File: src/mem_pkg.sv
`default_nettype none

package mem_pkg;

	// default width of one memory block in bits
	// a block is the unit that moves on every bus transfer
	localparam int default_block_bits = 64;

	// default width of a block address, which gives sixteen blocks
	localparam int default_address_bits = 4;

	// default width of the memory delay counter
	// the memory answers 2 ** delay_bits cycles after a request starts
	localparam int default_delay_bits = 2;

	// operation requested at the data port
	typedef enum logic
	{
		op_read = 1'b0,
		op_write = 1'b1
	} data_op_t;

	// arbiter grant state, idle means no client owns the memory bus
	typedef enum logic [1:0]
	{
		arb_idle = 2'd0,
		arb_fetch = 2'd1,
		arb_data = 2'd2
	} arbiter_state_t;

	// client port state shared by the fetch port and the data port
	typedef enum logic [1:0]
	{
		port_idle = 2'd0,
		port_busy = 2'd1,
		port_ack = 2'd2
	} port_state_t;

endpackage

`default_nettype wire
File: src/mem_bus_if.sv
`default_nettype none

// one request path to a slow block memory
// a client holds exactly one of ren or wen until ready or done comes back,
// then drops both for at least one cycle
interface mem_bus_if
	import mem_pkg::*;
#(
	parameter int block_bits = default_block_bits,
	parameter int address_bits = default_address_bits
);

	logic ren;
	logic wen;
	logic [address_bits-1:0] block_address;
	logic [block_bits-1:0] din;
	// dout only carries a block while ready is high
	logic [block_bits-1:0] dout;
	logic ready;
	logic done;

	modport client (output ren, wen, block_address, din, input dout, ready, done);

	modport memory (input ren, wen, block_address, din, output dout, ready, done);

	// passive view, used to snoop writes on the shared memory bus
	modport monitor (input ren, wen, block_address, din, dout, ready, done);

endinterface

`default_nettype wire

File: src/memory_subsystem.sv
`default_nettype none

module memory_subsystem
	import mem_pkg::*;
#(
	parameter int block_bits = default_block_bits,
	parameter int address_bits = default_address_bits,
	parameter int delay_bits = default_delay_bits
)
(
	input logic clock,
	input logic reset,
	// instruction fetch handshake
	input logic fetch_req,
	input logic [address_bits-1:0] fetch_address,
	output logic fetch_ack,
	output logic [block_bits-1:0] fetch_data,
	// data handshake
	input logic data_req,
	input data_op_t data_op,
	input logic [address_bits-1:0] data_address,
	input logic [block_bits-1:0] data_wdata,
	output logic data_ack,
	output logic [block_bits-1:0] data_rdata
);

	// one bus per client and one shared bus to the memory
	mem_bus_if #(.block_bits(block_bits), .address_bits(address_bits)) fetch_bus ();
	mem_bus_if #(.block_bits(block_bits), .address_bits(address_bits)) data_bus ();
	mem_bus_if #(.block_bits(block_bits), .address_bits(address_bits)) memory_bus ();

	// the fetch port also watches the shared bus for writes to its buffered block
	fetch_port #(.block_bits(block_bits), .address_bits(address_bits)) i_fetch_port
	(
		.clock(clock),
		.reset(reset),
		.fetch_req(fetch_req),
		.fetch_address(fetch_address),
		.fetch_ack(fetch_ack),
		.fetch_data(fetch_data),
		.bus(fetch_bus.client),
		.snoop(memory_bus.monitor)
	);

	data_port #(.block_bits(block_bits), .address_bits(address_bits)) i_data_port
	(
		.clock(clock),
		.reset(reset),
		.data_req(data_req),
		.data_op(data_op),
		.data_address(data_address),
		.data_wdata(data_wdata),
		.data_ack(data_ack),
		.data_rdata(data_rdata),
		.bus(data_bus.client)
	);

	bus_arbiter #(.block_bits(block_bits), .address_bits(address_bits)) i_arbiter
	(
		.clock(clock),
		.reset(reset),
		.fetch_bus(fetch_bus.memory),
		.data_bus(data_bus.memory),
		.memory_bus(memory_bus.client)
	);

	block_memory
	#(
		.block_bits(block_bits),
		.address_bits(address_bits),
		.delay_bits(delay_bits)
	)
	i_memory
	(
		.clock(clock),
		.reset(reset),
		.bus(memory_bus.memory)
	);

endmodule

`default_nettype wire

File: src/data_port.sv
`default_nettype none

module data_port
	import mem_pkg::*;
#(
	parameter int block_bits = default_block_bits,
	parameter int address_bits = default_address_bits
)
(
	input logic clock,
	input logic reset,
	input logic data_req,
	input data_op_t data_op,
	input logic [address_bits-1:0] data_address,
	input logic [block_bits-1:0] data_wdata,
	output logic data_ack,
	output logic [block_bits-1:0] data_rdata,
	mem_bus_if.client bus
);

	port_state_t state;
	// request copy taken when req is first seen in idle
	data_op_t op;
	logic [address_bits-1:0] address;
	logic [block_bits-1:0] wdata;
	logic complete;

	// a read ends on ready and a write on done
	assign complete = (op == op_read) ? bus.ready : bus.done;

	// request lines fall with the state change, which leaves the required gap
	assign bus.ren = (state == port_busy) && (op == op_read);
	assign bus.wen = (state == port_busy) && (op == op_write);
	assign bus.block_address = address;
	assign bus.din = wdata;

	always_ff @(posedge clock or negedge reset)
	begin
		if (!reset)
		begin
			state <= port_idle;
			data_ack <= 1'b0;
		end
		else
		begin
			case (state)
				port_idle:
					if (data_req)
						state <= port_busy;
				port_busy:
					if (complete)
					begin
						data_ack <= 1'b1;
						state <= port_ack;
					end
				// ack is held until the requester lets go of req
				port_ack:
					if (!data_req)
					begin
						data_ack <= 1'b0;
						state <= port_idle;
					end
				default:
					state <= port_idle;
			endcase
		end
	end

	always_ff @(posedge clock)
	begin
		if (state == port_idle && data_req)
		begin
			op <= data_op;
			address <= data_address;
			wdata <= data_wdata;
		end
		// writes leave the last read result in place
		if (state == port_busy && op == op_read && bus.ready)
			data_rdata <= bus.dout;
	end

endmodule

`default_nettype wire

File: src/fetch_port.sv
`default_nettype none

module fetch_port
	import mem_pkg::*;
#(
	parameter int block_bits = default_block_bits,
	parameter int address_bits = default_address_bits
)
(
	input logic clock,
	input logic reset,
	input logic fetch_req,
	input logic [address_bits-1:0] fetch_address,
	output logic fetch_ack,
	output logic [block_bits-1:0] fetch_data,
	mem_bus_if.client bus,
	mem_bus_if.monitor snoop
);

	port_state_t state;
	// one block buffer, its address doubles as the tag
	logic [address_bits-1:0] buffer_address;
	logic [block_bits-1:0] buffer_block;
	logic buffer_valid;
	logic buffer_hit;
	logic snoop_write;

	// a write finishing on the shared memory bus at the buffered block
	assign snoop_write = snoop.done && snoop.wen && (snoop.block_address == buffer_address);

	// a write landing in this very cycle turns a hit into a miss
	assign buffer_hit = buffer_valid && !snoop_write && (buffer_address == fetch_address);

	// the fetch port only reads
	assign bus.ren = (state == port_busy);
	assign bus.wen = 1'b0;
	assign bus.block_address = buffer_address;
	assign bus.din = {block_bits{1'b0}};

	// the returned block is always the buffer contents
	assign fetch_data = buffer_block;

	always_ff @(posedge clock or negedge reset)
	begin
		if (!reset)
		begin
			state <= port_idle;
			fetch_ack <= 1'b0;
			buffer_valid <= 1'b0;
		end
		else
		begin
			case (state)
				port_idle:
					if (fetch_req)
					begin
						if (buffer_hit)
						begin
							fetch_ack <= 1'b1;
							state <= port_ack;
						end
						else
						begin
							buffer_valid <= 1'b0;
							state <= port_busy;
						end
					end
				port_busy:
					if (bus.ready)
					begin
						buffer_valid <= 1'b1;
						fetch_ack <= 1'b1;
						state <= port_ack;
					end
				port_ack:
					if (!fetch_req)
					begin
						fetch_ack <= 1'b0;
						state <= port_idle;
					end
				default:
					state <= port_idle;
			endcase
			if (snoop_write)
				buffer_valid <= 1'b0;
		end
	end

	// buffer address is taken on a miss and the block when the read returns
	always_ff @(posedge clock)
	begin
		if (state == port_idle && fetch_req && !buffer_hit)
			buffer_address <= fetch_address;
		if (state == port_busy && bus.ready)
			buffer_block <= bus.dout;
	end

endmodule

`default_nettype wire

File: src/bus_arbiter.sv
`default_nettype none

module bus_arbiter
	import mem_pkg::*;
#(
	parameter int block_bits = default_block_bits,
	parameter int address_bits = default_address_bits
)
(
	input logic clock,
	input logic reset,
	mem_bus_if.memory fetch_bus,
	mem_bus_if.memory data_bus,
	mem_bus_if.client memory_bus
);

	arbiter_state_t state;
	arbiter_state_t grant;
	// set when the data client had the last grant
	logic last_data;
	logic fetch_active;
	logic data_active;

	assign fetch_active = fetch_bus.ren || fetch_bus.wen;
	assign data_active = data_bus.ren || data_bus.wen;

	// from idle the grant is decided in the same cycle, so no latency is added
	// a held grant covers the drop cycle, which keeps a gap on the memory bus
	always_comb
	begin
		grant = state;
		if (state == arb_idle)
		begin
			if (fetch_active && data_active)
				grant = last_data ? arb_fetch : arb_data;
			else if (fetch_active)
				grant = arb_fetch;
			else if (data_active)
				grant = arb_data;
		end
	end

	always_ff @(posedge clock or negedge reset)
	begin
		if (!reset)
		begin
			state <= arb_idle;
			last_data <= 1'b0;
		end
		else
		begin
			case (state)
				arb_idle:
				begin
					state <= grant;
					if (grant != arb_idle)
						last_data <= (grant == arb_data);
				end
				// release once the owner has dropped its request lines
				arb_fetch:
					if (!fetch_active)
						state <= arb_idle;
				arb_data:
					if (!data_active)
						state <= arb_idle;
				default:
					state <= arb_idle;
			endcase
		end
	end

	// the granted client reaches the memory, the other one sees nothing
	always_comb
	begin
		memory_bus.ren = 1'b0;
		memory_bus.wen = 1'b0;
		memory_bus.block_address = {address_bits{1'b0}};
		memory_bus.din = {block_bits{1'b0}};
		fetch_bus.ready = 1'b0;
		fetch_bus.done = 1'b0;
		fetch_bus.dout = {block_bits{1'b0}};
		data_bus.ready = 1'b0;
		data_bus.done = 1'b0;
		data_bus.dout = {block_bits{1'b0}};
		case (grant)
			arb_fetch:
			begin
				memory_bus.ren = fetch_bus.ren;
				memory_bus.wen = fetch_bus.wen;
				memory_bus.block_address = fetch_bus.block_address;
				memory_bus.din = fetch_bus.din;
				fetch_bus.ready = memory_bus.ready;
				fetch_bus.done = memory_bus.done;
				fetch_bus.dout = memory_bus.dout;
			end
			arb_data:
			begin
				memory_bus.ren = data_bus.ren;
				memory_bus.wen = data_bus.wen;
				memory_bus.block_address = data_bus.block_address;
				memory_bus.din = data_bus.din;
				data_bus.ready = memory_bus.ready;
				data_bus.done = memory_bus.done;
				data_bus.dout = memory_bus.dout;
			end
			default:
			begin
			end
		endcase
	end

endmodule

`default_nettype wire

File: src/block_memory.sv
`default_nettype none

module block_memory
	import mem_pkg::*;
#(
	parameter int block_bits = default_block_bits,
	parameter int address_bits = default_address_bits,
	parameter int delay_bits = default_delay_bits
)
(
	input logic clock,
	input logic reset,
	mem_bus_if.memory bus
);

	localparam int block_count = 2 ** address_bits;

	// storage has no reset, its contents after reset are undefined
	logic [block_bits-1:0] blocks [block_count];

	logic [delay_bits-1:0] delay_count;
	logic delayed;
	logic single_request;
	logic read_complete;
	logic write_complete;
	logic [block_bits-1:0] write_block;
	logic write_captured;

	// the counter only runs while exactly one of ren or wen is high
	assign single_request = bus.ren ^ bus.wen;
	assign delayed = &delay_count;

	// once the counter saturates a held read stays complete,
	// so a new address under the same ren is answered without delay
	assign read_complete = delayed && bus.ren && !bus.wen;
	assign write_complete = delayed && bus.wen && !bus.ren;

	// read data is zero unless a read is completing
	assign bus.dout = read_complete ? blocks[bus.block_address] : {block_bits{1'b0}};

	// saturating delay counter, cleared whenever the request is not a clean single one
	always_ff @(posedge clock or negedge reset)
	begin
		if (!reset)
			delay_count <= '0;
		else if (!single_request)
			delay_count <= '0;
		else if (!delayed)
			delay_count <= delay_count + 1'b1;
	end

	// ready and done rise one edge after the counter reaches all ones
	always_ff @(posedge clock or negedge reset)
	begin
		if (!reset)
		begin
			bus.ready <= 1'b0;
			bus.done <= 1'b0;
		end
		else
		begin
			bus.ready <= read_complete;
			bus.done <= write_complete;
		end
	end

	// marks that din of the current write has already been taken
	always_ff @(posedge clock or negedge reset)
	begin
		if (!reset)
			write_captured <= 1'b0;
		else
			write_captured <= bus.wen && !bus.ren;
	end

	// din is taken on the first write cycle and committed in the cycle done is set
	always_ff @(posedge clock)
	begin
		if (bus.wen && !bus.ren && !write_captured)
			write_block <= bus.din;
		if (write_complete)
			blocks[bus.block_address] <= write_block;
	end

endmodule

`default_nettype wire

File: config.mk
export PLATFORM = sky130hd
export DESIGN_NAME = memory_subsystem
export DESIGN_NICKNAME = d
export VERILOG_FILES = /design/src/mem_pkg.sv /design/src/mem_bus_if.sv /design/src/memory_subsystem.sv /design/src/data_port.sv /design/src/fetch_port.sv /design/src/bus_arbiter.sv /design/src/block_memory.sv
export SDC_FILE = /design/constraint.sdc
export NUM_CORES = 1
export LEC_CHECK = 0
export BUFFER_PORTS_ARGS = -buffer_cell sky130_fd_sc_hd__buf_2
export CAP_MARGIN = 10
export CORE_ASPECT_RATIO = 0.6
export CORE_MARGIN = 3
export CORE_UTILIZATION = 61
export DETAILED_ROUTE_END_ITERATION = 12
export PLACE_DENSITY = 0.79
export SYNTH_ARGS = -nofsm -noshare
export SYNTH_HDL_FRONTEND = slang
export SYNTH_SLANG_ARGS = --single-unit
File: constraint.sdc
create_clock -name clock -period 18.2 [get_ports clock]
set_input_delay 2.73 -clock clock [delete_from_list [all_inputs] [get_ports clock]]
set_output_delay 2.73 -clock clock [all_outputs]
set_load 0.005 [all_outputs]
-- After elaboration in Yosys (flattened, before gate mapping)
Memory sizes are Yosys's and may differ from the RTL's.
Index checks and enable logic that the tools add are counted.
- flip-flop bits (word level): 280
- RAM bits: 1024
- output and inout bits: 130
- memories: 1
- add/subtract/negate cells: 1
- equality and inequality tests: 23
- muxes and demuxes: 41
- bitwise logic cells: 2
- reduce and logical (&&, ||, !) cells: 39
- memories (memory ; depth ; width ; rd ports ; clocked after Yosys merged registers in ; write ports ; line ; RTL):
    i_memory.blocks ; 16 ; 64 ; 1 ; 0 ; 1 ; block_memory.sv:19 ; logic [block_bits-1:0] blocks [block_count];
- operator list (kind ; number):
    $mux 64 ; 1
    $mux 2 ; 16
    $logic_and 1x1->1 ; 18
    $pmux 2 s3 ; 3
    $mux 1 ; 16
    $ne 2x2->1 const B ; 8
    $reduce_and 3->1 ; 3
    $eq 2x1->1 const B ; 4
    $eq 2x2->1 const B ; 4
    $eq 4x4->1 ; 2
    $pmux 4 s2 ; 1
    $logic_not 2->1 ; 3
    $ne 3x3->1 const B ; 2
    $pmux 1 s2 ; 3
    $reduce_and 2->1 ; 3
    $reduce_bool 3->1 ; 2
    $logic_not 1->1 ; 5
    $reduce_and 5->1 ; 1
    $ne 2x1->1 const B ; 2
    $reduce_and 4->1 ; 1
    $reduce_bool 2->1 ; 2
    $ne 3x2->1 const B ; 1
    $pmux 1 s3 ; 1
    $add 2x1->2 const B ; 1
    other kinds (3) ; 3

-- Logic depth before layout (Yosys ltp)
- depth after elaboration: 18
- gate-level depth with buffers: 16

-- Hierarchy
A second synthesis with hierarchy kept.
- cell total of the unflattened synthesis: 2312
- area, all modules: 49780.2 sq um
- by module, submodules not included (module ; instances ; cells an instance ; area an instance (sq um) ; sequential area each (sq um)):
    block_memory ; 1 ; 1667 ; 40508.9 ; 32796.5
    data_port ; 1 ; 149 ; 4157.7 ; 4068.9
    fetch_port ; 1 ; 168 ; 2856.5 ; 2142.1
    bus_arbiter ; 1 ; 328 ; 2257.2 ; 75.1

-- Worst setup path after synthesis
OpenSTA, ideal clock, no wires.
- path type: register to register
- start point: register i_data_port.state[0]
- end point: memory i_memory.blocks[14][0] in the netlist's numbering (enable)
- setup time: 0.644 ns
- arrival: 8.492 ns
- slack: 9.064 ns
- cell stages (with the launch flop): 12
- cell sequence: dfrtp_1 -> clkbuf_1 -> nand2_1 -> o21ai_0 -> nor2b_1 -> ha_1 -> buf_4 -> buf_4 -> buf_4 -> nor3_1 -> nand2_1 -> nor4_1
- longest elaborated chain between the ends: 13
- elaborated cells between the ends (all ways): 19
- classes of those cells: eq/ne (3); mux (9); reduce/logical (7)
- RTL lines (element ; line ; RTL):
    start: declaration ; data_port.sv:21 ; port_state_t state;
    start signal: assignment ; data_port.sv:41 ; state <= port_idle;
    start signal: assignment ; data_port.sv:49 ; state <= port_busy;
    start signal: assignment ; data_port.sv:54 ; state <= port_ack;
    $eq 2x1->1 * ; data_port.sv:32, data_port.sv:33 ;
    $logic_and 1x1->1 (on tied branches) ; data_port.sv:32, data_port.sv:33 ;
    $logic_or 1x1->1 ; bus_arbiter.sv:25 ; assign data_active = data_bus.ren || data_bus.wen;
    $mux 2 ; bus_arbiter.sv:38 ; else if (data_active)
    $mux 2 ; bus_arbiter.sv:36 ; else if (fetch_active)
    $mux 2 ; bus_arbiter.sv:34 ; if (fetch_active && data_active)
    $mux 2 ; bus_arbiter.sv:32 ; if (state == arb_idle)
    $eq 2x2->1 / $eq 2x1->1 (equally long branches) ; -- ;
    $pmux 1 s2 / $mux 1 (equally long branches) ; bus_arbiter.sv:85 ; case (grant)
    $logic_not 1->1 / $logic_and 1x1->1 (equally long branches) ; block_memory.sv:36 ; assign write_complete = delayed && bus.wen && !bus.ren;
    $logic_and 1x1->1 ; block_memory.sv:36 ;
    $mux 1 ; block_memory.sv:81 ; if (write_complete)
    $mux 1 (not written as such) ; block_memory.sv:82 ; blocks[bus.block_address] <= write_block;
    end: declaration ; block_memory.sv:19 ;
Mark *: on every way between the ends. The rest lies on a longest branch, timed or not.

-- Worst setup path after layout
- start point: register i_data_port.state[0]
- end point: memory i_memory.blocks[13][51] in the netlist's numbering (enable)
The elaborated chain is that of the path after synthesis.

==> metrics.txt <==
run status complete, no violations; chip height 228.4 um; leading area contributor after synthesis edfxtp_1; Worst setup EP type flop; Max Fclk 158.9 MHz; IO Port Bufs 206; async set or reset register ratio after synthesis 1.150%; CP required 18.53 ns; Yosys warning count 0; cell count after synthesis 3051; Tot Pwr 8.703 mW; CTS root buf clkbuf_16; Routed WL 127.0 mm; vias per cell 6.783; share of layout cells above drive strength 1 16.67%; post-layout minimum cycle time 6.292 ns; I/O pin count 207; Final Hold Fails 0; die width 376.6 um; CTS tree built; Synth Register Bits 1304; startpoint types flop; Worst-path clk slew 0.07 ns; CP Max Fanout 87; TritonRoute pass-1 iters 6; HP Class reg2reg; Die Area 0.08601 sq mm; skew final 0.02523 ns; # fillers 4838; dominant cells by area after synthesis edfxtp_1 (77%), nand2_1 (3.1%), mux2i_1 (2.9%); sequential element share of the synthesized area 77.74%; leakage 17.51 nW; GRT Total Usage 29.43%; actual slew at the worst max-slew pin 1.350 ns; via count 29660; syn nets 3133; first-pass GRT wire length 187.9 mm; ys flop type edfxtp_1; vias in the first global route 29714; setup TNS 0 ns; Max-Cap Viols 0; initial DRC count 4200; routed len/inst 29.05 um; share of the synthesized area in the top cell type 77.00%; post-CTS setup repair buffer count 0; final net count 3300; Cell Area, Synth 0.05027 sq mm; largest net degree at the start of global routing 168; HPWL Detailed 68.69 mm; Setup-failing EPs final 0; core area 0.08058 sq mm; Final Max Tran Viols 0; Rel. slew slack 9.987%; Residual DRC 0; Layout area overhead 10.96%; clock sink total 1304; WP data arrival 6.62 ns; register area 0.03908 sq mm; P per Cell Area 156.0 mW/mm^2; DRT antenna net count 0; commonest non-fill, non-tap cells in the layout edfxtp_1 (1289), nand2_1 (416), buf_2 (206), mux2i_1 (146), nand3_1 (139); final RePlAce weighted congestion 0.8450; Clock Latency Late Sink 0.72 ns; initial core utilization 62.39%; Yosys cell types 68; initial antenna violation count 1; RSZ-0062 raised after global routing no; syn avg cell area 16.48 sq um; Post-DP Area 0.05214 sq mm; multi-input logic area 0.01022 sq mm; Remaining Overflow, GRT 0; IR drop worst, VDD 0.0002312 V; maximum clock insertion buffer count 3; final worst path period share 34.57%; CTS HTree Levels 3; Post-CTS Resized 0; # hold bufs at CTS 0; Crit Path Class reg2reg; Design Area, Final 0.05578 sq mm; std cell rows 80; cts bufs inserted 108; commonest non-fill, non-tap cell in the layout edfxtp_1; Post-synth EDFFs 1289
==> layout make-up <==
cell class              count  share of cell area (%)
inverters                   7                 0.04935
multi-input cells        1532                   18.33
well taps                1066                   2.391
repair buffers            265                   2.701
flip-flops and latches   1304                   70.06
diodes                      2                0.008972
clock inverters            77                   1.530
clock buffers             120                   4.926
==> metrics by stage <==
stage                     util (%)  hold slack, ns  instances  setup slack [ns]
after floorplan                  -          0.4647       3051             9.064
after global placement       64.71          0.4983       4172             12.28
after detailed placement     64.71          0.5091       4172             12.03
after CTS                    69.18          0.5268       4369             11.98
after global routing         69.22          0.5417       4371             11.59
final                        69.23          0.5216       4373             11.91
==> cell families (layout without fill, tap and decap cells) <==
family | Yosys count | in the layout | share of synthesized area [%]
and+or+nand+nor | 951 | 951 | 9.754
other | 0 | 2 | 0
muxes | 171 | 171 | 3.472
xor gates and xnor gates | 5 | 5 | 0.08711
DFF | 1304 | 1304 | 77.74
buffers and inverters | 215 | 469 | 2.414
adders and majority gates | 5 | 5 | 0.1244
AOI/OAI and AO/OA | 400 | 400 | 6.406
==> final timing paths <==
path	from	slack, ns	cells after the start	end
worst max-delay path	i_data_port.state[0]$_DFFE_PN0P_	11.91	12	i_memory.blocks[13][51]$_DFFE_PP_
worst min-delay path	i_data_port.bus.din[35]$_DFFE_PP_	0.52	1	i_memory.write_block[35]$_SDFFCE_PP0P_
worst max register to register	i_data_port.state[0]$_DFFE_PN0P_	11.91	12	i_memory.blocks[13][51]$_DFFE_PP_
worst min register to register	i_data_port.bus.din[35]$_DFFE_PP_	0.52	1	i_memory.write_block[35]$_SDFFCE_PP0P_
max in group asynchronous	reset	15.99	1	i_memory.delay_count[1]$_DFFE_PN0P_
min in group asynchronous	reset	1.93	1	i_data_port.state[0]$_DFFE_PN0P_
==> registers in the layout (all words and copies together), names as in the netlist, 2 cells and up <==
signal                          count
i_arbiter.state                     2
i_data_port.bus.block_address       4
i_data_port.bus.din                64
i_data_port.data_rdata             64
i_data_port.state                   2
i_fetch_port.bus.block_address      4
i_fetch_port.fetch_data            64
i_fetch_port.state                  2
i_memory.blocks                  1024
i_memory.delay_count                2
i_memory.write_block               64
==> worst max-delay path, stage by stage (launching register included) <==
cell and delay, ns:
dfrtp_1 0.53, nand2_1 0.13, o21ai_0 0.28, nor2b_1 0.33
ha_4 0.19, buf_4 0.76, a22oi_4 0.14, buf_4 0.47
buf_4 0.48, or3_2 0.66, buf_4 0.33, nor2_4 0.66
buf_4 0.77
==> Yosys cell counts, drive strengths merged, types with 10 or more instances <==
master and number:
edfxtp 1289, nor3 56, mux2 24, a311oi 32
a22oi 36, nor4 105, a211oi 50, nand4 66
buf 130, o221ai 21, dfrtp 15, nand2 416
a21oi 67, o21ai 32, and2 65, nor3b 25
nor2 29, a221oi 20, nand3 141, nor2b 10
nand2b 11, a221o 23, mux2i 147, o22a 33
a32oi 26, clkbuf 78, a2bb2oi 21, o22ai 16
==> power by group <==
part           total (mW)  internal, mW  switching (mW)
Clock                2.38          1.31            1.07
Combinational        2.43         0.672            1.76
Sequential           3.89          3.64           0.249
Total                8.70          5.63            3.08
==> layer usage <==
metal / global-route usage, % / vias to the layer above / wire length [um]
met5: 0 / - / 0
met4: 9.202 / 0 / 3669
met3: 7.434 / 309 / 18130
met2: 43.56 / 2399 / 56880
met1: 43.61 / 14609 / 48360
li1: - / 12343 / -
No activity file was read; power rests on OpenSTA's default activity.
